`src/logic/exu_settings.svh`:
```
`ifndef EXU_SETTINGS_SVH
`define EXU_SETTINGS_SVH

// data word width in bits
`define EXU_XLEN 32

// word-address bits of the data memory
`define EXU_DMEM_AW 8

// halt code when ebreak carries no register code
`define EXU_BREAK_CODE_DEFAULT 32'd9

`endif

```
`src/logic/exu_pkg.sv`:
```
`default_nettype none

`include "exu_settings.svh"

package exu_pkg;

    // ----------------------------------------
    // control encodings
    // ----------------------------------------

    // compare ops return 0 or 1 in bit 0
    typedef enum logic [3:0] {
        ALU_ADD  = 4'd0,
        ALU_SUB  = 4'd1,
        ALU_SLL  = 4'd2,
        ALU_SLT  = 4'd3,
        ALU_SLTU = 4'd4,
        ALU_XOR  = 4'd5,
        ALU_SRL  = 4'd6,
        ALU_SRA  = 4'd7,
        ALU_OR   = 4'd8,
        ALU_AND  = 4'd9,
        ALU_EQ   = 4'd10,
        ALU_NE   = 4'd11,
        ALU_GE   = 4'd12,
        ALU_GEU  = 4'd13
    } alu_op_e;

    typedef enum logic [1:0] {
        OPA_ZERO = 2'd0,
        OPA_PC   = 2'd1,
        OPA_RS1  = 2'd2
    } op_a_sel_e;

    typedef enum logic {
        OPB_IMM = 1'b0,
        OPB_RS2 = 1'b1
    } op_b_sel_e;

    typedef enum logic [1:0] {
        PC_SEQ    = 2'd0,
        PC_BRANCH = 2'd1,
        PC_JAL    = 2'd2,
        PC_JALR   = 2'd3
    } pc_sel_e;

    typedef enum logic [1:0] {
        SIZE_BYTE = 2'd0,
        SIZE_HALF = 2'd1,
        SIZE_WORD = 2'd2
    } mem_size_e;

    typedef enum logic [1:0] {
        MEM_NONE  = 2'd0,
        MEM_LOAD  = 2'd1,
        MEM_STORE = 2'd2
    } mem_kind_e;

    // ----------------------------------------
    // bundles
    // ----------------------------------------

    // decoded control word for one instruction
    typedef struct packed {
        alu_op_e   alu_op;
        op_a_sel_e op_a_sel;
        op_b_sel_e op_b_sel;
        pc_sel_e   pc_sel;
        mem_kind_e mem_kind;
        mem_size_e mem_size;
        logic      mem_signed;
        logic      is_ebreak;
        logic      break_from_rs1;
    } exu_ctrl_t;

    // request to the data memory, addr is a word address
    typedef struct packed {
        logic                    we;
        logic [`EXU_DMEM_AW-1:0] addr;
        logic [3:0]              mask;
        logic [`EXU_XLEN-1:0]    wdata;
    } mem_req_t;

endpackage

`default_nettype wire

```
`src/logic/alu.sv`:
```
`default_nettype none

`include "exu_settings.svh"

module alu (
    input  wire logic [`EXU_XLEN-1:0] a,
    input  wire logic [`EXU_XLEN-1:0] b,
    input  wire exu_pkg::alu_op_e     op,
    output logic [`EXU_XLEN-1:0]      res
);
    import exu_pkg::*;

    logic [4:0] shamt;
    logic       eq;
    logic       lt;
    logic       ltu;
    logic       cmp;

    // RV32I shifts use only the low five bits
    assign shamt = b[4:0];

    assign eq  = (a == b);
    assign lt  = ($signed(a) < $signed(b));
    assign ltu = (a < b);

    // compare result shared by slt/sltu and the branch ops
    always_comb begin
        unique case (op)
            ALU_SLT:  cmp = lt;
            ALU_SLTU: cmp = ltu;
            ALU_EQ:   cmp = eq;
            ALU_NE:   cmp = !eq;
            ALU_GE:   cmp = !lt;
            ALU_GEU:  cmp = !ltu;
            default:  cmp = 1'b0;
        endcase
    end

    always_comb begin
        unique case (op)
            ALU_ADD: res = a + b;
            ALU_SUB: res = a - b;
            ALU_SLL: res = a << shamt;
            ALU_XOR: res = a ^ b;
            ALU_SRL: res = a >> shamt;
            ALU_SRA: res = $signed(a) >>> shamt;
            ALU_OR:  res = a | b;
            ALU_AND: res = a & b;
            ALU_SLT,
            ALU_SLTU,
            ALU_EQ,
            ALU_NE,
            ALU_GE,
            ALU_GEU: res = {{(`EXU_XLEN-1){1'b0}}, cmp};
            default: res = '0;
        endcase
    end

endmodule

`default_nettype wire

```
`config.mk`:
```
export PLATFORM = sky130hd
export DESIGN_NAME = alu
export DESIGN_NICKNAME = d
export VERILOG_FILES = /design/src/logic/exu_pkg.sv /design/src/logic/alu.sv
export VERILOG_INCLUDE_DIRS = /design/src /design/src/logic
export SDC_FILE = /design/constraint.sdc
export NUM_CORES = 1
export LEC_CHECK = 0
export ABC_AREA = 0
export CAP_MARGIN = 25
export CORE_ASPECT_RATIO = 1.75
export CORE_MARGIN = 3
export CORE_UTILIZATION = 30
export DETAILED_ROUTE_END_ITERATION = 7
export DONT_BUFFER_PORTS = 1
export PLACE_DENSITY = 0.44
export SLEW_MARGIN = 20
export SYNTH_ARGS = -nofsm -noshare
export SYNTH_HDL_FRONTEND = slang
export SYNTH_SLANG_ARGS = --single-unit
```
`constraint.sdc`:
```
create_clock -name vclk -period 10.7
set_input_delay 3.21 -clock vclk [all_inputs]
set_output_delay 3.21 -clock vclk [all_outputs]
set_load 0.03 [all_outputs]
```
---- Word level (Yosys, flattened, before mapping) ----
Cells that the tools add are included.
operators by class
  add/sub/neg operators ................... 2
  magnitude comparators ................... 2
  eq/ne operators ......................... 14
  shift operators ......................... 3
  multiplexer cells ....................... 2
  bitwise logic cells ..................... 3
  reduce and logical (&&, ||, !) cells .... 5
operators with widths
  cell                  count
  $pmux W32 S9          1
  $lt A32 B32 Y1        2
  $add A32 B32 Y32      1
  $and A32 B32 Y32      1
  $eq A32 B32 Y1        1
  $or A32 B32 Y32       1
  $shl A32 B5 Y32       1
  $shr A32 B5 Y32       1
  $sshr A32 B5 Y32      1
  $sub A32 B32 Y32      1
  $xor A32 B32 Y32      1
  $eq A4 B4 Y1 const B  6
  $eq A4 B3 Y1 const B  4
  $eq A4 B2 Y1 const B  2
  $pmux W1 S6           1
  $reduce_or A6 Y1      1
  $eq A4 B1 Y1 const B  1
  $logic_not A4 Y1      1
  $logic_not A1 Y1      3
storage, ports and cells
  bits in registers ....................... 0
  bits of input ports ..................... 68
  output and inout bits ................... 32
  word-level logic and storage cells ...... 31

---- Depth between registers and ports, before layout ----
  word-level depth ........................ 4
  mapped depth ............................ 14
  gate-level depth less buffers ........... 12

---- Worst setup path before layout ----
No wires, ideal clock.
  path type ............................... input -> output
  start ................................... input port b[2]
  end ..................................... output port res[0]
  arrival time ............................ 6.756 ns
  required time ........................... 7.490 ns
  setup slack ............................. 0.734 ns
  stages .................................. 14
  path buffers ............................ 3
  cells stage by stage .................... inv_1 > clkbuf_1 > buf_1 > buf_2 > ha_1 > nor2_1 > a221o_1 > a31oi_4 > a21oi_2 > a21o_1 > a211o_1 > nor3_1 > a21oi_1 > o311ai_1
on the way
  word-level cells in the longest chain between the ends .. 4
  elaborated cells on any way between the ends .. 11
  classes of those cells .................. order compare (2); eq/ne (1); shift (3); mux (2); reduce/logical (3)
RTL lines
  what                                        line                             source
  from (decl)                                 alu.sv:7                         input wire logic [`EXU_XLEN-1:0] b,
  $lt A32 B32 Y1 (tied with other cells)      alu.sv:24                        assign ltu = (a < b);
  $logic_not A1 Y1, on equally long branches  alu.sv:34, alu.sv:32, alu.sv:33
  $pmux W1 S6                                 alu.sv:28                        unique case (op)
  $pmux W32 S9 *                              alu.sv:40                        unique case (op)
  to (decl)                                   alu.sv:9                         output logic [`EXU_XLEN-1:0] res
Mark *: on every way between the ends. The rest lies on a longest branch, timed or not.

---- Final worst setup path ----
  start ................................... input port b[1]
  end ..................................... output port res[27]
on the way
  word-level cells in the longest chain between the ends .. 2
  elaborated cells on any way between the ends .. 6
  classes of those cells .................. add/sub (2); shift (3); mux (1)
RTL lines
  what                                      line       source
  $sub A32 B32 Y32 (tied with other cells)  alu.sv:42  ALU_SUB: res = a - b;
  $pmux W32 S9 *                            alu.sv:40
Marks and branches as above.

==> tab_implementation.tex <==
\begin{tabular}{lr}
\hline
Metric & Value \\
\hline
\multicolumn{2}{l}{\textbf{Status}} \\
Result of the run & completed \\
\multicolumn{2}{l}{\textbf{Finish}} \\
Commonest non-fill, non-tap cell in the layout & sky130\_fd\_sc\_hd\_\_nor2\_1 \\
Layout fillers & 3259 \\
FFs \& Latches & 0 \\
Nets & 1389 \\
Area of all sequential standard cells & 0 µm² \\
Number of cells in the finished layout apart from fillers & 1598 \\
Design area & 9120 µm² \\
Share of cells above drive strength 1 & 0.104 \\
Antenna Diode Count & 0 \\
Number of clock buffers in the layout & 0 \\
Finished Core Util & 0.315 \\
Highest-count cells in the layout ignoring fill and taps & sky130\_fd\_sc\_hd\_\_nor2\_1, sky130\_fd\_sc\_hd\_\_a21oi\_1, sky130\_fd\_sc\_hd\_\_nand2\_1 \\
Layout Area Growth over Synthesis & 2.65\% \\
\multicolumn{2}{l}{\textbf{Drt}} \\
Number of vias per cell after detailed routing & 6.56 \\
Final wirelength & 49200 µm \\
Routed via count & 10488 \\
DRC violation total after the first TritonRoute iteration & 1045 \\
Post-detailed-route DRC marker count & 0 \\
Routed len/inst & 30.8 µm \\
DRT antenna net count & 0 \\
Total iterations of the first detailed-routing run & 6 \\
\multicolumn{2}{l}{\textbf{Setup path}} \\
Maximum cell stage delay along the critical path & 0.65 ns \\
Peak fanout along the critical path & 90 \\
Buf+Inv Stages, Crit Path & 1 \\
Path type of the worst setup path & input port to output pin \\
Slowest stage cell on the critical path & sky130\_fd\_sc\_hd\_\_o221ai\_1 \\
CP Data Arrival Time & 6.50 ns \\
Crit path capture type & output pin \\
Crit path max-delay family & compound AO/OA/AOI/OAI gates \\
Kind of start point of the critical path & input port \\
Cells traversed along the worst timing path & inv\_1 > ha\_1 > a211oi\_1 > or3\_1 > nand3\_2 > o21ai\_1 > o32ai\_2 > nand2b\_1 > nor3\_1 > a31oi\_1 > o221ai\_1 \\
Data required time of the worst path & 7.49 ns \\
Critical path depth in cells & 11 \\
Launch point of the critical path & b[1] \\
\multicolumn{2}{l}{\textbf{Synth}} \\
Synth warn & 0 \\
Number of distinct library cells after synthesis & 88 \\
Avg Inst Size Synth & 6.86 µm² \\
Largest cells by area after synthesis & sky130\_fd\_sc\_hd\_\_ha\_1, sky130\_fd\_sc\_hd\_\_mux4\_2, sky130\_fd\_sc\_hd\_\_a21oi\_1 \\
Gate Count Post-Synth & 1294 \\
Leading area contributor after synthesis & sky130\_fd\_sc\_hd\_\_ha\_1 \\
Post-Syn Area & 8880 µm² \\
Proportion of netlist area held by the largest area contributor & 0.137 \\
Share of synthesized area occupied by flip-flops and latches & 0 \\
Syn nets & 1461 \\
\multicolumn{2}{l}{\textbf{Place}} \\
Placed instance count & 1597 \\
Weighted congestion reported at the end of routability-driven placement & 1.07 \\
Post-detailed-placement half-perimeter wirelength & 39100 µm \\
Placement-stage cell area & 9110 µm² \\
Post-Place Worst Slack & 1.24 ns \\
IO buf count & 0 \\
\multicolumn{2}{l}{\textbf{Floorplanning}} \\
Horizontal die dimension & 136 µm \\
Std-Cell Core Area & 28900 µm² \\
Die Height & 234 µm \\
Die area & 31800 µm² \\
Initial Utilization & 0.307 \\
I/O pin cnt & 100 \\
Num rows & 82 \\
\multicolumn{2}{l}{\textbf{Clock network}} \\
Gates resized, CTS repair & 0 \\
Number of buffers inserted by hold repair at cts & 0 \\
\# Post-CTS Setup Buffers & 0 \\
\multicolumn{2}{l}{\textbf{STA}} \\
Worst Tran Pin Value & 0.976 ns \\
Max Transition Viols Final & 0 \\
Period Utilization, post-route & 0.908 \\
Shortest clock period the worst path allows after layout & 9.71 ns \\
Top achievable clock speed & 103 MHz \\
Final setup violation count & 0 \\
Max-slew headroom at the worst pin & 0.333 \\
Final hold viol count & 0 \\
Slack of the critical path & 0.985 ns \\
RSZ-0062 raised after global routing & no \\
Final worst hold slack & 6.73 ns \\
Setup Total Neg Slack & 0 ns \\
\multicolumn{2}{l}{\textbf{Pwr}} \\
Max IR drop VDD & 0.0252 mV \\
Standby leakage power & 3.71 nW \\
Power density over cell area & 56.0 nW/µm² \\
Total power of the final layout & 510 µW \\
\multicolumn{2}{l}{\textbf{Global routing}} \\
Total overflow reported by the global router & 0 \\
Initial antenna violation count & 0 \\
Global-route wire length before repair & 70500 µm \\
Largest net degree at the start of global routing & 91 \\
Overall Global Routing Usage & 0.298 \\
Vias in the first global route & 10223 \\
\multicolumn{2}{l}{\textbf{Min path}} \\
Startpoint of the tightest hold check path & op[1] \\
End of the worst hold path & res[0] \\
Type of the tightest min-delay check & input port to output pin \\
Number of cells traversed by the worst hold path & 2 \\
\multicolumn{2}{l}{\textbf{Flow run}} \\
Max\_cap viols & 0 \\
\hline
\end{tabular}
-- cell usage after synthesis (11+ instances only) --
library cell	count
sky130_fd_sc_hd__a211oi_1	20
sky130_fd_sc_hd__a21o_1	16
sky130_fd_sc_hd__a21oi_1	136
sky130_fd_sc_hd__a221oi_1	19
sky130_fd_sc_hd__a22oi_1	13
sky130_fd_sc_hd__a31oi_1	17
sky130_fd_sc_hd__buf_1	13
sky130_fd_sc_hd__buf_2	21
sky130_fd_sc_hd__clkbuf_1	58
sky130_fd_sc_hd__ha_1	97
sky130_fd_sc_hd__inv_1	100
sky130_fd_sc_hd__mux2i_1	46
sky130_fd_sc_hd__mux4_2	44
sky130_fd_sc_hd__nand2_1	100
sky130_fd_sc_hd__nand2b_1	11
sky130_fd_sc_hd__nand3_1	25
sky130_fd_sc_hd__nor2_1	160
sky130_fd_sc_hd__nor3_1	25
sky130_fd_sc_hd__o211ai_1	25
sky130_fd_sc_hd__o21ai_0	93
sky130_fd_sc_hd__o21bai_1	12
sky130_fd_sc_hd__o221ai_1	15
sky130_fd_sc_hd__o22ai_1	14
sky130_fd_sc_hd__xnor2_1	11
-- per-layer routing --
layer,track usage,part of all wire,vias up
met5,0,0,-
met4,0.240,0.10,0
met3,0.0358,0.064,155
met2,0.521,0.49,557
met1,0.316,0.34,5071
li1,-,-,4705
-- worst max-delay path by stage --
stage,to
detailed placement,res[27]
finish,res[27]
global route,res[27]
global placement,res[27]
CTS,res[27]
floorplan,res[0]
-- power by group --
group	internal, mW	total (mW)	switching [mW]
Clock	0	0	0
Sequential	0	0	0
Combinational	0.175	0.510	0.335
-- cell type report --
cell class | instances | area (µm²) | share of cell area
tap | 378 | 473 | 0.0519
multi-input combinational | 1086 | 8020 | 0.880
inverter | 103 | 387 | 0.0424
timing repair buffer | 31 | 238 | 0.0261
-- cell families (layout without fill, tap and decap cells) --
logic type                 count (synthesis)  in the layout  share of synthesized area
AOI/OAI and AO/OA                        481            481                      0.366
xor gates and xnor gates                  12             12                     0.0118
adders and majority gates                 99             99                      0.141
buffers and inverters                    208            134                     0.0981
muxes                                    100            100                      0.176
and+or+nand+nor                          394            394                      0.207
Note: power is estimated with default switching activity, not from simulation.
