File: src/logic/exu_settings.svh
`ifndef EXU_SETTINGS_SVH
`define EXU_SETTINGS_SVH

// data word width in bits
`define EXU_XLEN 32

// word-address bits of the data memory
`define EXU_DMEM_AW 8

// halt code when ebreak carries no register code
`define EXU_BREAK_CODE_DEFAULT 32'd9

`endif

File: src/logic/exu_pkg.sv
`default_nettype none

`include "exu_settings.svh"

package exu_pkg;

    // ----------------------------------------
    // control encodings
    // ----------------------------------------

    // compare ops return 0 or 1 in bit 0
    typedef enum logic [3:0] {
        ALU_ADD  = 4'd0,
        ALU_SUB  = 4'd1,
        ALU_SLL  = 4'd2,
        ALU_SLT  = 4'd3,
        ALU_SLTU = 4'd4,
        ALU_XOR  = 4'd5,
        ALU_SRL  = 4'd6,
        ALU_SRA  = 4'd7,
        ALU_OR   = 4'd8,
        ALU_AND  = 4'd9,
        ALU_EQ   = 4'd10,
        ALU_NE   = 4'd11,
        ALU_GE   = 4'd12,
        ALU_GEU  = 4'd13
    } alu_op_e;

    typedef enum logic [1:0] {
        OPA_ZERO = 2'd0,
        OPA_PC   = 2'd1,
        OPA_RS1  = 2'd2
    } op_a_sel_e;

    typedef enum logic {
        OPB_IMM = 1'b0,
        OPB_RS2 = 1'b1
    } op_b_sel_e;

    typedef enum logic [1:0] {
        PC_SEQ    = 2'd0,
        PC_BRANCH = 2'd1,
        PC_JAL    = 2'd2,
        PC_JALR   = 2'd3
    } pc_sel_e;

    typedef enum logic [1:0] {
        SIZE_BYTE = 2'd0,
        SIZE_HALF = 2'd1,
        SIZE_WORD = 2'd2
    } mem_size_e;

    typedef enum logic [1:0] {
        MEM_NONE  = 2'd0,
        MEM_LOAD  = 2'd1,
        MEM_STORE = 2'd2
    } mem_kind_e;

    // ----------------------------------------
    // bundles
    // ----------------------------------------

    // decoded control word for one instruction
    typedef struct packed {
        alu_op_e   alu_op;
        op_a_sel_e op_a_sel;
        op_b_sel_e op_b_sel;
        pc_sel_e   pc_sel;
        mem_kind_e mem_kind;
        mem_size_e mem_size;
        logic      mem_signed;
        logic      is_ebreak;
        logic      break_from_rs1;
    } exu_ctrl_t;

    // request to the data memory, addr is a word address
    typedef struct packed {
        logic                    we;
        logic [`EXU_DMEM_AW-1:0] addr;
        logic [3:0]              mask;
        logic [`EXU_XLEN-1:0]    wdata;
    } mem_req_t;

endpackage

`default_nettype wire

File: src/logic/load_store_unit.sv
`default_nettype none

`include "exu_settings.svh"

module load_store_unit (
    input  wire logic                 enable,
    input  wire logic [`EXU_XLEN-1:0] addr,
    input  wire logic [`EXU_XLEN-1:0] wdata,
    input  wire exu_pkg::mem_kind_e   kind,
    input  wire exu_pkg::mem_size_e   size,
    input  wire logic                 signed_load,
    output exu_pkg::mem_req_t         mem_req,
    input  wire logic [`EXU_XLEN-1:0] rdata,
    output logic [`EXU_XLEN-1:0]      load_d
);
    import exu_pkg::*;

    logic [1:0]           offset;
    logic [4:0]           lane_shift;
    logic [3:0]           size_mask;
    logic                 store;
    logic [`EXU_XLEN-1:0] rdata_shifted;

    // byte offset within the word, and the same in bits
    assign offset     = addr[1:0];
    assign lane_shift = {offset, 3'b000};
    assign store      = enable && (kind == MEM_STORE);

    always_comb begin
        unique case (size)
            SIZE_BYTE: size_mask = 4'b0001;
            SIZE_HALF: size_mask = 4'b0011;
            SIZE_WORD: size_mask = 4'b1111;
            default:   size_mask = 4'b0000;
        endcase
    end

    // ----------------------------------------
    // store side
    // ----------------------------------------

    // offsets are not checked for alignment
    always_comb begin
        mem_req.we    = store;
        mem_req.addr  = addr[`EXU_DMEM_AW+1:2];
        mem_req.mask  = store ? (size_mask << offset) : 4'b0000;
        mem_req.wdata = wdata << lane_shift;
    end

    // ----------------------------------------
    // load side
    // ----------------------------------------

    assign rdata_shifted = rdata >> lane_shift;

    always_comb begin
        unique case (size)
            SIZE_BYTE: load_d = {{24{signed_load & rdata_shifted[7]}}, rdata_shifted[7:0]};
            SIZE_HALF: load_d = {{16{signed_load & rdata_shifted[15]}}, rdata_shifted[15:0]};
            SIZE_WORD: load_d = rdata_shifted;
            default:   load_d = rdata_shifted;
        endcase
    end

endmodule

`default_nettype wire

File: config.mk
export PLATFORM = sky130hd
export DESIGN_NAME = load_store_unit
export DESIGN_NICKNAME = d
export VERILOG_FILES = /design/src/logic/exu_pkg.sv /design/src/logic/load_store_unit.sv
export VERILOG_INCLUDE_DIRS = /design/src /design/src/logic
export SDC_FILE = /design/constraint.sdc
export NUM_CORES = 1
export LEC_CHECK = 0
export BUFFER_PORTS_ARGS = -buffer_cell sky130_fd_sc_hd__buf_4
export CAP_MARGIN = 10
export CELL_PAD_IN_SITES_DETAIL_PLACEMENT = 0
export CELL_PAD_IN_SITES_GLOBAL_PLACEMENT = 2
export CORE_ASPECT_RATIO = 0.9
export CORE_MARGIN = 10
export CORE_UTILIZATION = 16
export DETAILED_ROUTE_END_ITERATION = 6
export GPL_TIMING_DRIVEN = 0
export MAX_ROUTING_LAYER = met4
export PLACE_DENSITY = 0.95
export SKIP_LAST_GASP = 1
export SLEW_MARGIN = 20
export SYNTH_ARGS = -nofsm -noshare
export SYNTH_HDL_FRONTEND = slang
export SYNTH_SLANG_ARGS = --single-unit
File: constraint.sdc
create_clock -name vclk -period 1.6
set_input_delay 0 -clock vclk [all_inputs]
set_output_delay 0 -clock vclk [all_outputs]
set_load 0.005 [all_outputs]
After elaboration in Yosys (flattened, before gate mapping)
Index checks and enable logic that the tools add are counted.
Widths: inputs -> output; s select.
{ "word_totals": {"reg_bits": 0, "output_inout_bits": 77, "wordCells": 13} }
{ "op_classes": {"bitwise": 2, "n_eq_ne": 3, "shifts": 3, "reduce_logical": 2, "muxes": 3} }
{ "ops": {"columns": ["operator", "n"], "rows": [
  ["$pmux 32 s2", 1],
  ["$shl 32x5->32", 1],
  ["$shr 32x5->32", 1],
  ["$pmux 4 s3", 1],
  ["$eq 2x2->1 const B", 2],
  ["$mux 4", 1],
  ["$shl 4x2->4", 1],
  ["$and 1x1->1", 2],
  ["$eq 2x1->1 const B", 1],
  ["$logic_not 2->1", 1],
  ["$logic_and 1x1->1", 1]
]} }

Logic depth before layout (Yosys ltp)
Gate-level depths: netlist of the first run.
{ "depth": {"ltp_word": 4, "mapped_depth": 6} }

Worst setup path before layout of the first run
OpenSTA, ideal clock, no wires.
{ "synth_path": {"path_type": "input port to output port", "start": "input port size[0]", "end": "output port load_d[24]", "n_path_buf": 0, "path_slack_ns": 0.622, "arrival_ns": 0.978, "required_ns": 1.600, "cell_stages": 5, "path_cell_list": "inv_1 > ha_1 > nor4_2 > nand2_1 > o211ai_1"} }
{ "synth_via": {"elab_chain_len": 2, "word_cells_on_any_way": 3, "cone_classes": "eq/ne (1); mux (1); reduce/logical (1)"} }
{ "synth_rtl": {"columns": ["item", "line", "source"], "rows": [
  ["from (decl)", "load_store_unit.sv:10", "input wire exu_pkg::mem_size_e size,"],
  ["$eq 2x1->1 / $logic_not 2->1 (equally long branches)", "load_store_unit.sv:57", "unique case (size)"],
  ["$pmux 32 s2 (*)", "load_store_unit.sv:57", null],
  ["to (decl)", "load_store_unit.sv:14", "output logic [`EXU_XLEN-1:0] load_d"]
]} }
Every way passes the cells marked *; elsewhere a longest branch is shown, timed or not.

Worst setup path in the final report of the first run
{ "layout_path": {"start": "input port size[0]", "end": "output port load_d[23]"} }
Same word-level chain as after synthesis.

==> flow_summary.toml, run 1 <==
[global_routing]
grt_pass1_vias = 2364
grt.total_usage = 0.119
grt_pass1_wl_um = 13000
overflow = 0
grt_max_degree = 11
antenna_found_initial = 0

[critical_path]
path_max_fanout = 10
critical_path_class = "input pin to primary output"
end_kind = "primary output"
startpoint_type = "input pin"
critPathLaunch = "size[0]"
critPathArrivalTime_ns = 1.42
worstPathRequired_ns = 1.60
crit_end = "load_d[23]"

[floorplan]
num_rows = 33
ios = 179
die_x_um = 122
start_util = 0.164
die-area_um2 = 13600
core_area_um2 = 9080
die_y_um = 111

[sta]
rsz0062_at_grt = "no"
layout_min_cycle_time_ns = 1.42
final.setup.tns_ns = 0
tightest_slew_ns = 0.597
final.setup.worst_slack_ns = 0.180
relSlewSlack = 0.601
hold_viol = 0
period_share = 0.887
drv_slew = 0
max_freq_ghz = 0.704
setup_viol = 0

[pwr]
seq_power_share = 0
p_int_uw = 463
p_sw_frac = 0.442
p_leak_uw = 0.00141
p_switching_uw = 367
clockPowerShare = 0
powerDensity_nw_per_um2 = 301
vdd_drop_max_uv = 75.9
p_comb_frac = 1.000

[routing]
drtIter0Drc = 83
wl_um = 8620
wl_per_cell_um = 17.8
ant_nets = 0
vias_per_cell = 4.52
drc = 0
drt-pass1-iter-count = 4
num_vias = 2194

[place]
dp_cells = 485
place_congestion = 0.765
io_buffers = 148
hpwl_um = 7300
pre_cts_ws_ns = 0.0371

[yosys]
seq_area_frac_synth = 0
yosys.area.top_type = "mux2i_1"
synth_top_area_frac = 0.222
synth_cells = 215
synth.distinct_cells = 30
syn_area_um2 = 1490
ys_top_cells_by_area = "mux2i_1, nand2_1, o211ai_1"
synth_area_per_cell_um2 = 6.92
syn-num-nets = 321
ys_warn_count = 0

[cells_and_area]
clockBufferCount = 0
final_common_cell = "buf_4"
n_fill_cell = 1013
multiInputGateArea_um2 = 1290
n_antenna_cell = 0
area_growth_pct = 85.5
ff_latch_area_um2 = 0
nets = 471
utilization = 0.304
seq_cell_count = 0
most-common-layout-cells = "buf_4, nand2_1, mux2i_1, o21ai_0, o211ai_1"
fin_cells = 485
drive_gt1_frac = 0.510

[hold_path]
worstHoldPathType = "input pin to primary output"

[cts]
cts_hold_buffers = 0
cts_resized = 0
post_cts_buffers = 0

[flow_run]
drv_cap = 0

[status]
outcome = "finished, final reports clean"
==> through the flow <==
stage / hold WS, ns / total power (µW) / instance area [µm²]
after global placement: 0.169 / 836 / 2750
after CTS: 0.170 / 843 / 2750
after floorplan: 0.0808 / 356 / 1490
after global routing: 0.173 / 911 / 2760
final: 0.167 / 830 / 2760
after detailed placement: 0.170 / 840 / 2750
==> critical path, stage by stage <==
cell      delay [ns]
buf_4           0.10
inv_1           0.05
ha_1            0.29
and3_1          0.23
a22oi_4         0.29
buf_6           0.18
o211ai_1        0.11
buf_4           0.17
==> final cells by class <==
type / instances / share of cell area
Inverter: 4 / 0.00544
Buffer: 28 / 0.0684
Multi-Input combinational cell: 183 / 0.468
Tap cell: 122 / 0.0553
Timing Repair Buffer: 148 / 0.403
==> cell usage after synthesis (2+ instances only) <==
library cell and n:
a211oi_1 9, a21oi_1 8, a2bb2oi_1 7, and2_1 8, buf_2 7, buf_4 14
buf_6 3, clkbuf_1 3, ha_1 4, inv_1 4, mux2_2 8, mux2_4 2
mux2i_1 33, nand2_1 33, nand3b_1 2, nor2_1 11, nor2b_1 10, o211ai_1 16
o21ai_0 21, o21ai_1 2
==> worst min-delay path by stage <==
stage,endpoint,start,cells past startpoint
floorplan,mem_req[36],addr[2],1
global placement,mem_req[40],addr[6],2
detailed placement,mem_req[38],addr[4],2
CTS,mem_req[38],addr[4],2
global route,mem_req[43],addr[9],2
finish,mem_req[41],addr[7],2
==> power by group through the flow <==
stage	clock (µW)	combinational [µW]	sequential [µW]
finish	0	830	0
global route	0	911	0
CTS	0	843	0
detailed placement	0	840	0
global placement	0	836	0
floorplan	0	356	0
==> cell families after synthesis <==
kind of cell               Yosys count  synth area share
AOI/OAI and AO/OA                   66             0.297
muxes                               43             0.303
and+or+nand+nor                     70             0.230
adders and majority gates            4            0.0336
buffers and inverters               32             0.137
==> metal layers <==
layer,vias up,GRT usage,part of all wire
li1,1071,-,-
met1,1026,0.141,0.42
met2,93,0.214,0.51
met3,4,0.0202,0.065
met4,0,0.00397,0.0031
met5,-,-,0
No activity file was read; power rests on OpenSTA's default activity.
==> inputs of run 2 (changes only) <==
- CELL_PAD_IN_SITES_DETAIL_PLACEMENT: 0 -> 1
- CELL_PAD_IN_SITES_GLOBAL_PLACEMENT: 2 -> 1
- CORE_UTILIZATION: 16 -> 22
==> run 2 against run 1 <==
Fmax decreased by 4.1%; sequential share of layout area is the same; largest power group unchanged; critical path type unchanged; sequential cell count is the same; critical endpoint is now load_d[10]; combinational power is 2% higher; final cell count is 6.6% lower; die area is 23% lower; routed wire length up 9.6%; via count rose by 2.3%; first-iteration DRC count down 70%; setup slack lost 0.061 ns.
==> flow_summary.toml, run 2 (synthesis results as in run 1) <==
[pwr]
p_leak_uw = 0.00141
p_int_uw = 463
clockPowerShare = 0
p_sw_frac = 0.451
p_comb_frac = 1.000
powerDensity_nw_per_um2 = 310
p_switching_uw = 380
vdd_drop_max_uv = 89.0
seq_power_share = 0

[floorplan]
ios = 179
core_area_um2 = 6590
num_rows = 28
start_util = 0.226
die_x_um = 107
die-area_um2 = 10500
die_y_um = 98.0

[global_routing]
grt_max_degree = 11
grt_pass1_wl_um = 14300
grt.total_usage = 0.171
overflow = 0
antenna_found_initial = 0
grt_pass1_vias = 2502

[critical_path]
worstPathRequired_ns = 1.60
crit_slowest_cell = "nor2b_1"
end_kind = "primary output"
critPathArrivalTime_ns = 1.48
path_max_fanout = 8
startpoint_type = "input pin"
cpMostUsedCell = "buf_4"
critical_path_class = "input pin to primary output"
crit_path_max_incr_delay_ns = 0.59
crit_chain = "buf_4, inv_1, ha_1, nor2b_1, o21ai_0, buf_4"

[cts]
post_cts_buffers = 0
cts_hold_buffers = 0

[cells_and_area]
seq_cell_count = 0
area_growth_pct = 82.8
drive_gt1_frac = 0.510
n_antenna_cell = 0
ff_latch_area_um2 = 0
most-common-layout-cells = "buf_4, nand2_1, mux2i_1, o21ai_0, o211ai_1"
utilization = 0.413
n_fill_cell = 876
final_common_cell = "buf_4"
postLayoutCellArea_um2 = 2720
clockBufferCount = 0
nets = 471

[routing]
num_vias = 2245
wl_um = 9440
ant_nets = 0
drt-pass1-iter-count = 4
vias_per_cell = 4.96
drc = 0
wl_per_cell_um = 20.8
drtIter0Drc = 25

[place]
placed_area_um2 = 2710
place_congestion = 0.846
io_buffers = 148
hpwl_um = 7880

[sta]
relSlewSlack = 0.554
hold_viol = 0
max_freq_ghz = 0.675
layout_min_cycle_time_ns = 1.48
whs_ns = 0.167
drv_slew = 0
period_share = 0.925
tightest_slew_ns = 0.668
setup_viol = 0

[status]
outcome = "finished, final reports clean"

[flow_run]
drv_cap = 0

[hold_path]
worstHoldPathType = "input pin to primary output"
hold_start = "addr[5]"
min_path_cells = 2
hold_end = "mem_req[39]"
-- run 2: layout make-up --
class	instances	area, µm²	share of cell area
inverters	4	15.0	0.00552
multi-input cells	183	1290	0.475
well taps	90	113	0.0414
repair buffers	148	1110	0.408
plain buffers	28	189	0.0695
-- run 2: critical path, delay by kind of cell --
family | cells | cell delay, ns
simple gates | 1 | 0.59
compound gates | 1 | 0.22
buf+inv | 3 | 0.37
fa+ha+maj | 1 | 0.29
-- run 2: power by group through the flow --
stage,registers [µW],clock network [µW],logic (µW)
floorplan,0,0,356
global placement,0,0,821
detailed placement,0,0,849
CTS,0,0,852
global route,0,0,921
finish,0,0,843
-- run 2: how the worst max path moves through the flow --
stage / from / to / cells past startpoint
3_3_place_gp: size[0] / load_d[29] / 7
4_1_cts: size[0] / load_d[29] / 7
5_1_grt: size[0] / load_d[11] / 6
2_1_floorplan: size[0] / load_d[24] / 5
6_report: size[0] / load_d[10] / 6
3_5_place_dp: size[0] / load_d[29] / 7
-- run 2: stage by stage --
step	setup TNS (ns)	std cells	setup slack, ns	total power, µW
after floorplan	0	215	0.622	356
after global placement	0	453	0.125	821
after detailed placement	0	453	0.0653	849
after CTS	0	453	0.0607	852
after global routing	-0.0108	453	-0.0108	921
final	0	453	0.119	843
-- run 2: layer usage --
| metal | vias up | share of wire | track usage |
|---|---|---|---|
| met2 | 79 | 0.53 | 0.318 |
| met5 | - | 0 | - |
| li1 | 1070 | - | - |
| met4 | 0 | 0.0073 | 0.0125 |
| met3 | 4 | 0.046 | 0.0210 |
| met1 | 1092 | 0.42 | 0.197 |
-- run 2: repair_timing --
action | in CTS | in global routing
gates resized for setup | 0 | 1
setup endpoints to repair | 0 | 8
endpoints found under the hold margin | 0 | 0
