--- config.mk ---
export PLATFORM = sky130hd
export DESIGN_NAME = next_pc_unit
export DESIGN_NICKNAME = d
export VERILOG_FILES = /design/src/logic/exu_pkg.sv /design/src/logic/next_pc_unit.sv
export VERILOG_INCLUDE_DIRS = /design/src /design/src/logic
export SDC_FILE = /design/constraint.sdc
export NUM_CORES = 1
export LEC_CHECK = 0
export ABC_AREA = 0
export BUFFER_PORTS_ARGS = -buffer_cell sky130_fd_sc_hd__buf_2
export CAP_MARGIN = 20
export CORE_MARGIN = 3
export CORE_UTILIZATION = 53
export DETAILED_ROUTE_END_ITERATION = 8
export GPL_ROUTABILITY_DRIVEN = 0
export PLACE_DENSITY = 0.85
export SETUP_SLACK_MARGIN = 0.2
export SYNTH_ARGS = -nofsm -noshare
export SYNTH_HDL_FRONTEND = slang
export SYNTH_SLANG_ARGS = --single-unit
--- constraint.sdc ---
create_clock -name vclk -period 3.8
set_input_delay 0.38 -clock vclk [all_inputs]
set_output_delay 0.38 -clock vclk [all_outputs]
set_load 0.05 [all_outputs]
--- src/logic/exu_settings.svh ---
`ifndef EXU_SETTINGS_SVH
`define EXU_SETTINGS_SVH

// data word width in bits
`define EXU_XLEN 32

// word-address bits of the data memory
`define EXU_DMEM_AW 8

// halt code when ebreak carries no register code
`define EXU_BREAK_CODE_DEFAULT 32'd9

`endif

--- src/logic/exu_pkg.sv ---
`default_nettype none

`include "exu_settings.svh"

package exu_pkg;

    // ----------------------------------------
    // control encodings
    // ----------------------------------------

    // compare ops return 0 or 1 in bit 0
    typedef enum logic [3:0] {
        ALU_ADD  = 4'd0,
        ALU_SUB  = 4'd1,
        ALU_SLL  = 4'd2,
        ALU_SLT  = 4'd3,
        ALU_SLTU = 4'd4,
        ALU_XOR  = 4'd5,
        ALU_SRL  = 4'd6,
        ALU_SRA  = 4'd7,
        ALU_OR   = 4'd8,
        ALU_AND  = 4'd9,
        ALU_EQ   = 4'd10,
        ALU_NE   = 4'd11,
        ALU_GE   = 4'd12,
        ALU_GEU  = 4'd13
    } alu_op_e;

    typedef enum logic [1:0] {
        OPA_ZERO = 2'd0,
        OPA_PC   = 2'd1,
        OPA_RS1  = 2'd2
    } op_a_sel_e;

    typedef enum logic {
        OPB_IMM = 1'b0,
        OPB_RS2 = 1'b1
    } op_b_sel_e;

    typedef enum logic [1:0] {
        PC_SEQ    = 2'd0,
        PC_BRANCH = 2'd1,
        PC_JAL    = 2'd2,
        PC_JALR   = 2'd3
    } pc_sel_e;

    typedef enum logic [1:0] {
        SIZE_BYTE = 2'd0,
        SIZE_HALF = 2'd1,
        SIZE_WORD = 2'd2
    } mem_size_e;

    typedef enum logic [1:0] {
        MEM_NONE  = 2'd0,
        MEM_LOAD  = 2'd1,
        MEM_STORE = 2'd2
    } mem_kind_e;

    // ----------------------------------------
    // bundles
    // ----------------------------------------

    // decoded control word for one instruction
    typedef struct packed {
        alu_op_e   alu_op;
        op_a_sel_e op_a_sel;
        op_b_sel_e op_b_sel;
        pc_sel_e   pc_sel;
        mem_kind_e mem_kind;
        mem_size_e mem_size;
        logic      mem_signed;
        logic      is_ebreak;
        logic      break_from_rs1;
    } exu_ctrl_t;

    // request to the data memory, addr is a word address
    typedef struct packed {
        logic                    we;
        logic [`EXU_DMEM_AW-1:0] addr;
        logic [3:0]              mask;
        logic [`EXU_XLEN-1:0]    wdata;
    } mem_req_t;

endpackage

`default_nettype wire

--- src/logic/next_pc_unit.sv ---
`default_nettype none

`include "exu_settings.svh"

module next_pc_unit (
    input  wire logic [`EXU_XLEN-1:0] pc,
    input  wire logic [`EXU_XLEN-1:0] rs1_d,
    input  wire logic [`EXU_XLEN-1:0] imm,
    input  wire exu_pkg::pc_sel_e     pc_sel,
    input  wire logic                 taken,
    output logic [`EXU_XLEN-1:0]      dnpc,
    output logic [`EXU_XLEN-1:0]      link
);
    import exu_pkg::*;

    logic [`EXU_XLEN-1:0] pc_rel;
    logic [`EXU_XLEN-1:0] reg_rel;

    // sequential pc doubles as the link value
    assign link    = pc + `EXU_XLEN'd4;
    assign pc_rel  = pc + imm;
    assign reg_rel = rs1_d + imm;

    always_comb begin
        unique case (pc_sel)
            PC_SEQ:    dnpc = link;
            PC_BRANCH: dnpc = taken ? pc_rel : link;
            PC_JAL:    dnpc = pc_rel;
            // jalr clears bit 0 of the target
            PC_JALR:   dnpc = {reg_rel[`EXU_XLEN-1:1], 1'b0};
            default:   dnpc = link;
        endcase
    end

endmodule

`default_nettype wire

**After elaboration in Yosys (flattened, before gate mapping)**

Cells that the tools add are included.

- Register bits: 0
- Latch bits: 0
- RAM bits: 0
- Bits in read-only memories: 0
- Input port bits: 99
- Output and inout bits: 64
- Logic and storage cells: 9
- Memories: 0

- Add/subtract/negate cells: 3
- $mul: 0
- Divide/modulo/power cells: 0
- $lt $le $gt $ge: 0
- Equality and inequality tests: 3
- Shift operators: 0
- Mux-type cells: 2
- Bitwise operators: 0
- Reduce and logical (&&, ||, !) cells: 1

Operator list:

| cell | number |
|---|---|
| one-hot mux 32 bit (4 select lines) | 1 |
| adder 32 bit | 2 |
| adder 32 x 3 -> 32 bit (second input constant) | 1 |
| two-way mux 32 bit | 1 |
| equality test 2 bit (second input constant) | 2 |
| equality test 2 x 1 -> 1 bit (second input constant) | 1 |
| zero test 2 bit | 1 |

**Longest topological paths before layout**

Gate-level depths: netlist (run 1).

- Depth after elaboration: 3
- Depth in mapped cells: 12
- Gate-level depth less buffers: 12

**Worst setup path before layout (run 1)**

OpenSTA, ideal clock, no wires.

- Kind: input port to output port
- From: in rs1_d[1]
- To: out dnpc[20]
- Data arrival time: 3273 ps
- Required time: 3420 ps
- Setup slack: 147 ps
- Stages on the path: 10
- Path buffers: 0
- Cells stage by stage: inv_1 fa_1 nor2b_1 o2111ai_1 and3_1 o31ai_1 a211o_1 a31oi_1 xnor2_1 o21ai_0

- Cells in the longest elaborated chain, start to end: 2

Ends and longest elaborated chain:

| what | line | RTL |
|---|---|---|
| from (decl) | next_pc_unit.sv:7 | `` input wire logic [`EXU_XLEN-1:0] rs1_d, `` |
| adder 32 bit | next_pc_unit.sv:22 | `assign reg_rel = rs1_d + imm;` |
| one-hot mux 32 bit (4 select lines) | next_pc_unit.sv:25 | `unique case (pc_sel)` |
| to (decl) | next_pc_unit.sv:11 | `` output logic [`EXU_XLEN-1:0] dnpc, `` |

No other way between the ends.

**Worst setup path in the final report (run 1)**

- From: in pc[7]
- To: out dnpc[30]

- Cells in the longest elaborated chain, start to end: 3
- Elaborated cells between the ends (all ways): 4
- Classes of those cells: add/sub: 2; mux: 2

Ends and longest elaborated chain:

| what | line | RTL |
|---|---|---|
| from (decl) | next_pc_unit.sv:6 | `` input wire logic [`EXU_XLEN-1:0] pc, `` |
| adder 32 x 3 -> 32 bit or adder 32 bit (tied branches) | next_pc_unit.sv:20, next_pc_unit.sv:21 |  |
| two-way mux 32 bit | next_pc_unit.sv:27 | `PC_BRANCH: dnpc = taken ? pc_rel : link;` |
| one-hot mux 32 bit (4 select lines) (*) | next_pc_unit.sv:25 |  |

Mark *: on every way between the ends. The rest lies on a longest branch, timed or not.

==> flow_summary.toml, run 1 <==
[hold_path]
hold_path.startpoint = "pc[0]"
worstHoldEndpoint = "link[0]"
hold_path_class = "input port to primary output"
min_path_cells = 2

[die]
initial_utilization_pct = 56.27
die_w_um = 97.97
number_of_placement_rows = 32
die-height_um = 97.97
core-area_mm2 = 0.007968
ios = 163
design.die.area_mm2 = 0.009598

[drt]
1st_pass_router_iterations = 6
drt_iter0_drc = 581
final_antenna_net_count = 0
route.final.wire_length_um = 16470
remaining_drc_errors = 0
routedWlPerCell_um = 18.20
vias = 5934
post_drt_via_cell_ratio = 6.557

[power]
clock_power_share_pct = 0
vdd_ir_drop_max_mv = 0.1722
cellPowerDensity_mw_per_mm2 = 232.3
p_leak_nw = 2.602
netSwitchingFraction_pct = 65.25
power_switching_mw = 0.8430
power_report.internal_total_mw = 0.4490
power.share.combinational_pct = 100.0
sequentialPowerShare_pct = 0

[synthesis]
cell_count_after_synthesis = 657
postSynthAreaPerCell_um2 = 6.824
netlist-cell-type-count = 67
yosysSeqAreaShare_pct = 0
synthesis.nets = 820
synthTopCellsByArea = "ha_1 17%, xnor2_1 12%, a21oi_1 7.0%"
synth-warning-count = 0
post-synth-top-area-cell = "ha_1"
syn-cell-area_mm2 = 0.004483
synth_largest_type_area_fraction_pct = 17.30
yosys.cell_count.top_type = "nand2_1"
post_synth_most_frequent_cells = "75 x nand2_1, 63 x a21oi_1, 62 x ha_1"

[place]
detailedPlacementHpwl_um = 13280
port-buffer-count = 163
place_inst = 903
placed_area_mm2 = 0.005386

[sta]
final_period_utilization_pct = 93.26
post-route-min-period_ns = 3.544
grt_setup_unrepaired = "false"
max_freq_mhz = 282.2
timing_hold_violations_final = 0
final-setup-viol-count = 0
worst_pin_slew_ns = 0.9312
timing.slew.headroom_pct = 37.77
number_of_max_slew_violations_in_the_final_report = 0
timing.setup.tns_ns = 0

[worst_setup_path]
critPathCaptureType = "primary output"
worst_ep_arrival_time_ns = 3.16
worst-setup-path-type = "input port to primary output"
worstPathRequired_ns = 3.42
critPathMaxFanout = 5
timing.critical_path.from_type = "input port"

[finish]
finalCoreUtilization_pct = 69.82
area_growth_syn_to_layout_pct = 24.09
ff_latch_area_um2 = 0
flops_and_latches = 0
design.final.nets = 968
layout.filler_cells = 694
n_antenna_cell = 0
clock_buffer_count = 0
postLayoutCellArea_mm2 = 0.005563
fraction_of_final_layout_cells_with_drive_strength_greater_than_1_pct = 27.02
layout.cells.non_filler = 905

[global_routing]
grt-ovfl-total = 0
pin_count_of_the_biggest_net_entering_global_routing = 20
globalRouteTotalUtil_pct = 31.37
number_of_global_route_vias_before_repair = 5583
initial_antenna_violation_count = 0
grt_pass1_wl_um = 25960

[run]
drv.max_cap_violation_count = 0

[outcome]
outcome = "finished clean"
metal layers:
layer	track usage [%]	up-vias	share of wire (%)
li1	-	2773	-
met1	41.01	2696	40
met2	52.25	383	45
met3	2.214	82	9.6
met4	14.91	0	4.9
met5	0	-	0
layout make-up:
class	instances	area, um2	share of cell area [%]
multi-input cells	605	4422	79.49
repair buffers	175	927.1	16.67
well taps	102	127.6	2.294
inverters	23	86.33	1.552
metrics by stage:
stage / setup WS [ns] / power, mW / hold WS [ns]
global placement: 0.2081 / 1.198 / 1.081
CTS: 0.1635 / 1.224 / 1.082
finish: 0.2560 / 1.292 / 1.086
global route: 0.1014 / 1.378 / 1.096
floorplan: 0.2136 / 0.9089 / 0.9271
detailed placement: 0.1613 / 1.216 / 1.082
cells in the final DEF (no fill, tap or decap), types with 5 or more instances in the layout:
master,n
a211o_1,5
a211oi_1,5
a21o_1,32
a21oi_1,61
a22oi_1,15
and3_1,5
buf_2,156
buf_4,18
ha_1,56
inv_1,23
nand2_1,75
nand2b_1,7
nand3_1,30
nand4_1,14
nor2_1,42
nor2b_1,5
nor3_1,13
o211ai_1,7
o21ai_0,33
o21ai_1,11
o21bai_1,10
o221ai_1,11
xnor2_1,59
xor2_1,24
power by group through the flow:
stage                     clock network [mW]  registers, mW  logic (mW)
after global routing                       0              0        1.38
after floorplan                            0              0       0.909
after CTS                                  0              0        1.22
final                                      0              0        1.29
after detailed placement                   0              0        1.22
after global placement                     0              0        1.20
critical path, cell delays in order:
cell	delay (ns)
buf_2	0.14
ha_1	0.35
nand2_1	0.12
or4b_1	0.48
o21ai_1	0.21
o21ai_1	0.13
a41oi_2	0.31
buf_4	0.18
o21ai_2	0.08
a41oi_2	0.23
mux2i_1	0.20
o211ai_1	0.12
buf_4	0.24
logic make-up after synthesis:
logic type,share of synthesized area [%]
and+or+nand+nor,21.80
AOI/OAI and AO/OA,38.15
muxes,0.9210
xor gates and xnor gates,16.22
buffers and inverters,4.716
adders and majority gates,18.20
worst max-delay path by stage:
| stage | start | to | slack, ns | depth (start not counted) |
|---|---|---|---|---|
| detailed placement | pc[10] | dnpc[25] | 0.16 | 12 |
| global route | imm[16] | dnpc[30] | 0.10 | 12 |
| global placement | pc[10] | dnpc[29] | 0.21 | 12 |
| CTS | imm[0] | dnpc[26] | 0.16 | 14 |
| floorplan | rs1_d[1] | dnpc[26] | 0.21 | 11 |
| finish | pc[7] | dnpc[30] | 0.26 | 13 |
repair_timing:
| action | in CTS | in global routing |
|---|---|---|
| endpoints found under the setup margin | 4 | 12 |
| setup buffers | 0 | 1 |
| pin swaps | 0 | 9 |
| gates resized for setup | 1 | 46 |
| hold buffers | 0 | 0 |
Power figures use the tool's default switching activity.
==> run 2: changes to the inputs <==
--- a/config.mk
+++ b/config.mk
@@ -7,12 +7,11 @@
 export NUM_CORES = 1
 export LEC_CHECK = 0
-export ABC_AREA = 0
 export BUFFER_PORTS_ARGS = -buffer_cell sky130_fd_sc_hd__buf_2
 export CAP_MARGIN = 20
 export CORE_MARGIN = 3
-export CORE_UTILIZATION = 53
+export CORE_UTILIZATION = 50
 export DETAILED_ROUTE_END_ITERATION = 8
 export GPL_ROUTABILITY_DRIVEN = 0
-export PLACE_DENSITY = 0.85
+export PLACE_DENSITY = 0.81
 export SETUP_SLACK_MARGIN = 0.2
 export SYNTH_ARGS = -nofsm -noshare
==> constraint.sdc (replaced) <==
create_clock -name vclk -period 3.8
set_input_delay 0.38 -clock vclk [all_inputs]
set_output_delay 0.38 -clock vclk [all_outputs]
set_load 0.005 [all_outputs]
==> run 2 against run 1 <==
  * Setup slack got worse by 0.011 ns
  * Worst hold slack worse by 0.11 ns
  * Via count is 2.6% lower
  * First-iteration DRC count down 37%
  * Non-clock buffer count decreased by 3
  * Total power is 25% lower
  * Maximum frequency shrank 0.32%
  * Design area is 2.2% lower
  * Global-route usage decreased by 1.3 points
  * Combinational power down 25%
  * Critical path type unchanged
  * Critical endpoint is now dnpc[26]
  * Largest power group unchanged
==> flow_summary.toml, run 2 (synthesis results as in run 1) <==
[sta]
final-setup-viol-count = 0
number_of_max_slew_violations_in_the_final_report = 0
worst_pin_slew_ns = 1.106
hold_slack_ns = 0.9721
grt_setup_unrepaired = "true"
timing_hold_violations_final = 0
final_period_utilization_pct = 93.56
timing.slew.headroom_pct = 26.26
post-route-min-period_ns = 3.555
timing.setup.tns_ns = 0
max_freq_mhz = 281.3

[hold_path]
hold_path_class = "input port to primary output"
hold_path.startpoint = "pc[0]"

[die]
die-height_um = 100.7
ios = 163
die_w_um = 100.7
number_of_placement_rows = 33
core-area_mm2 = 0.008464
design.die.area_mm2 = 0.01014
initial_utilization_pct = 52.96

[drt]
route.final.wire_length_um = 16290
post_drt_via_cell_ratio = 6.389
remaining_drc_errors = 0
drt_iter0_drc = 364
final_antenna_net_count = 0
1st_pass_router_iterations = 5
vias = 5782
routedWlPerCell_um = 18.00

[global_routing]
initial_antenna_violation_count = 0
number_of_global_route_vias_before_repair = 5447
globalRouteTotalUtil_pct = 30.12
pin_count_of_the_biggest_net_entering_global_routing = 26
grt_pass1_wl_um = 25520
grt-ovfl-total = 0

[finish]
clock_buffer_count = 0
top_library_cells_by_usage_in_the_layout_fill_and_taps_aside = "163 x buf_2, 75 x nand2_1, 61 x a21oi_1"
layout.cells.non_filler = 905
flops_and_latches = 0
layout.filler_cells = 792
layout_commonest_cell = "buf_2"
area_growth_syn_to_layout_pct = 21.38
design.final.nets = 965
multi_input_comb_area_mm2 = 0.004340
n_antenna_cell = 0
ff_latch_area_um2 = 0
fraction_of_final_layout_cells_with_drive_strength_greater_than_1_pct = 25.00

[place]
place_inst = 903
port-buffer-count = 163
detailedPlacementHpwl_um = 13540

[run]
drv.max_cap_violation_count = 0

[worst_setup_path]
worst-setup-path-type = "input port to primary output"
worstPathRequired_ns = 3.42
critPathMaxFanout = 4
critical_path.startpoint = "imm[1]"
timing.critical_path.from_type = "input port"
worst_ep_arrival_time_ns = 3.18
critPathCaptureType = "primary output"

[clock_network]
ctsHoldBuffers = 0

[power]
p_leak_nw = 2.577
cellPowerDensity_mw_per_mm2 = 178.9
vdd_ir_drop_max_mv = 0.08960

[outcome]
outcome = "finished clean"
run 2: cell types whose count changed in the layout (fill, tap and decap cells not counted), moves of 2 or more:
| cell | delta |
|---|---|
| a2111oi_0 | +2 |
| buf_2 | +7 |
| buf_4 | -9 |
| ha_1 | +3 |
| ha_2 | -2 |
| nor2b_1 | +2 |
| nor2b_2 | -2 |
run 2: repair_timing:
action                                 in CTS  in global routing
gates resized for setup                     0                 14
setup buffers                               0                  1
setup endpoints to repair                   0                  8
endpoints found under the hold margin       0                  0
run 2: metrics by stage:
step	util (%)	area, um2	setup slack [ns]	power, mW
6_report	64.29	5441	0.2448	0.9734
5_1_grt	64.29	5441	0.1107	1.061
4_1_cts	63.34	5361	0.2198	0.9362
3_5_place_dp	63.34	5361	0.2433	0.9301
3_3_place_gp	63.34	5361	0.3013	0.9135
2_1_floorplan	-	4483	0.8145	0.6311
run 2: metal layers:
layer	GRT usage, %	wire length (um)
met5	0	0
met4	11.50	603
met3	3.045	1567
met2	51.14	7515
met1	39.01	6608
run 2: final cells by class:
| cell class | count | share of cell area [%] |
|---|---|---|
| Multi-Input combinational cell | 605 | 79.77 |
| Inverter | 23 | 1.587 |
| Timing Repair Buffer | 172 | 16.23 |
| Tap cell | 105 | 2.414 |
run 2: final timing paths:
kind              slack [ns]  depth (start not counted)  endpoint
setup / recovery        0.24                         13  dnpc[26]
hold / removal          0.97                          2   link[0]
run 2: power breakdown:
part | total (mW) | switching (mW) | leakage (nW) | internal (mW)
logic | 0.973 | 0.550 | 2.58 | 0.423
registers | 0 | 0 | 0 | 0
clock network | 0 | 0 | 0 | 0
run 2: critical path, stage by stage:
cell       delay, ns
buf_2           0.11
inv_1           0.08
fa_1            0.44
nor2b_1         0.18
o2111ai_1       0.18
and3_1          0.27
o31ai_2         0.35
a211o_1         0.30
a21oi_1         0.10
a211o_1         0.27
xor2_1          0.23
o211ai_1        0.11
buf_2           0.17
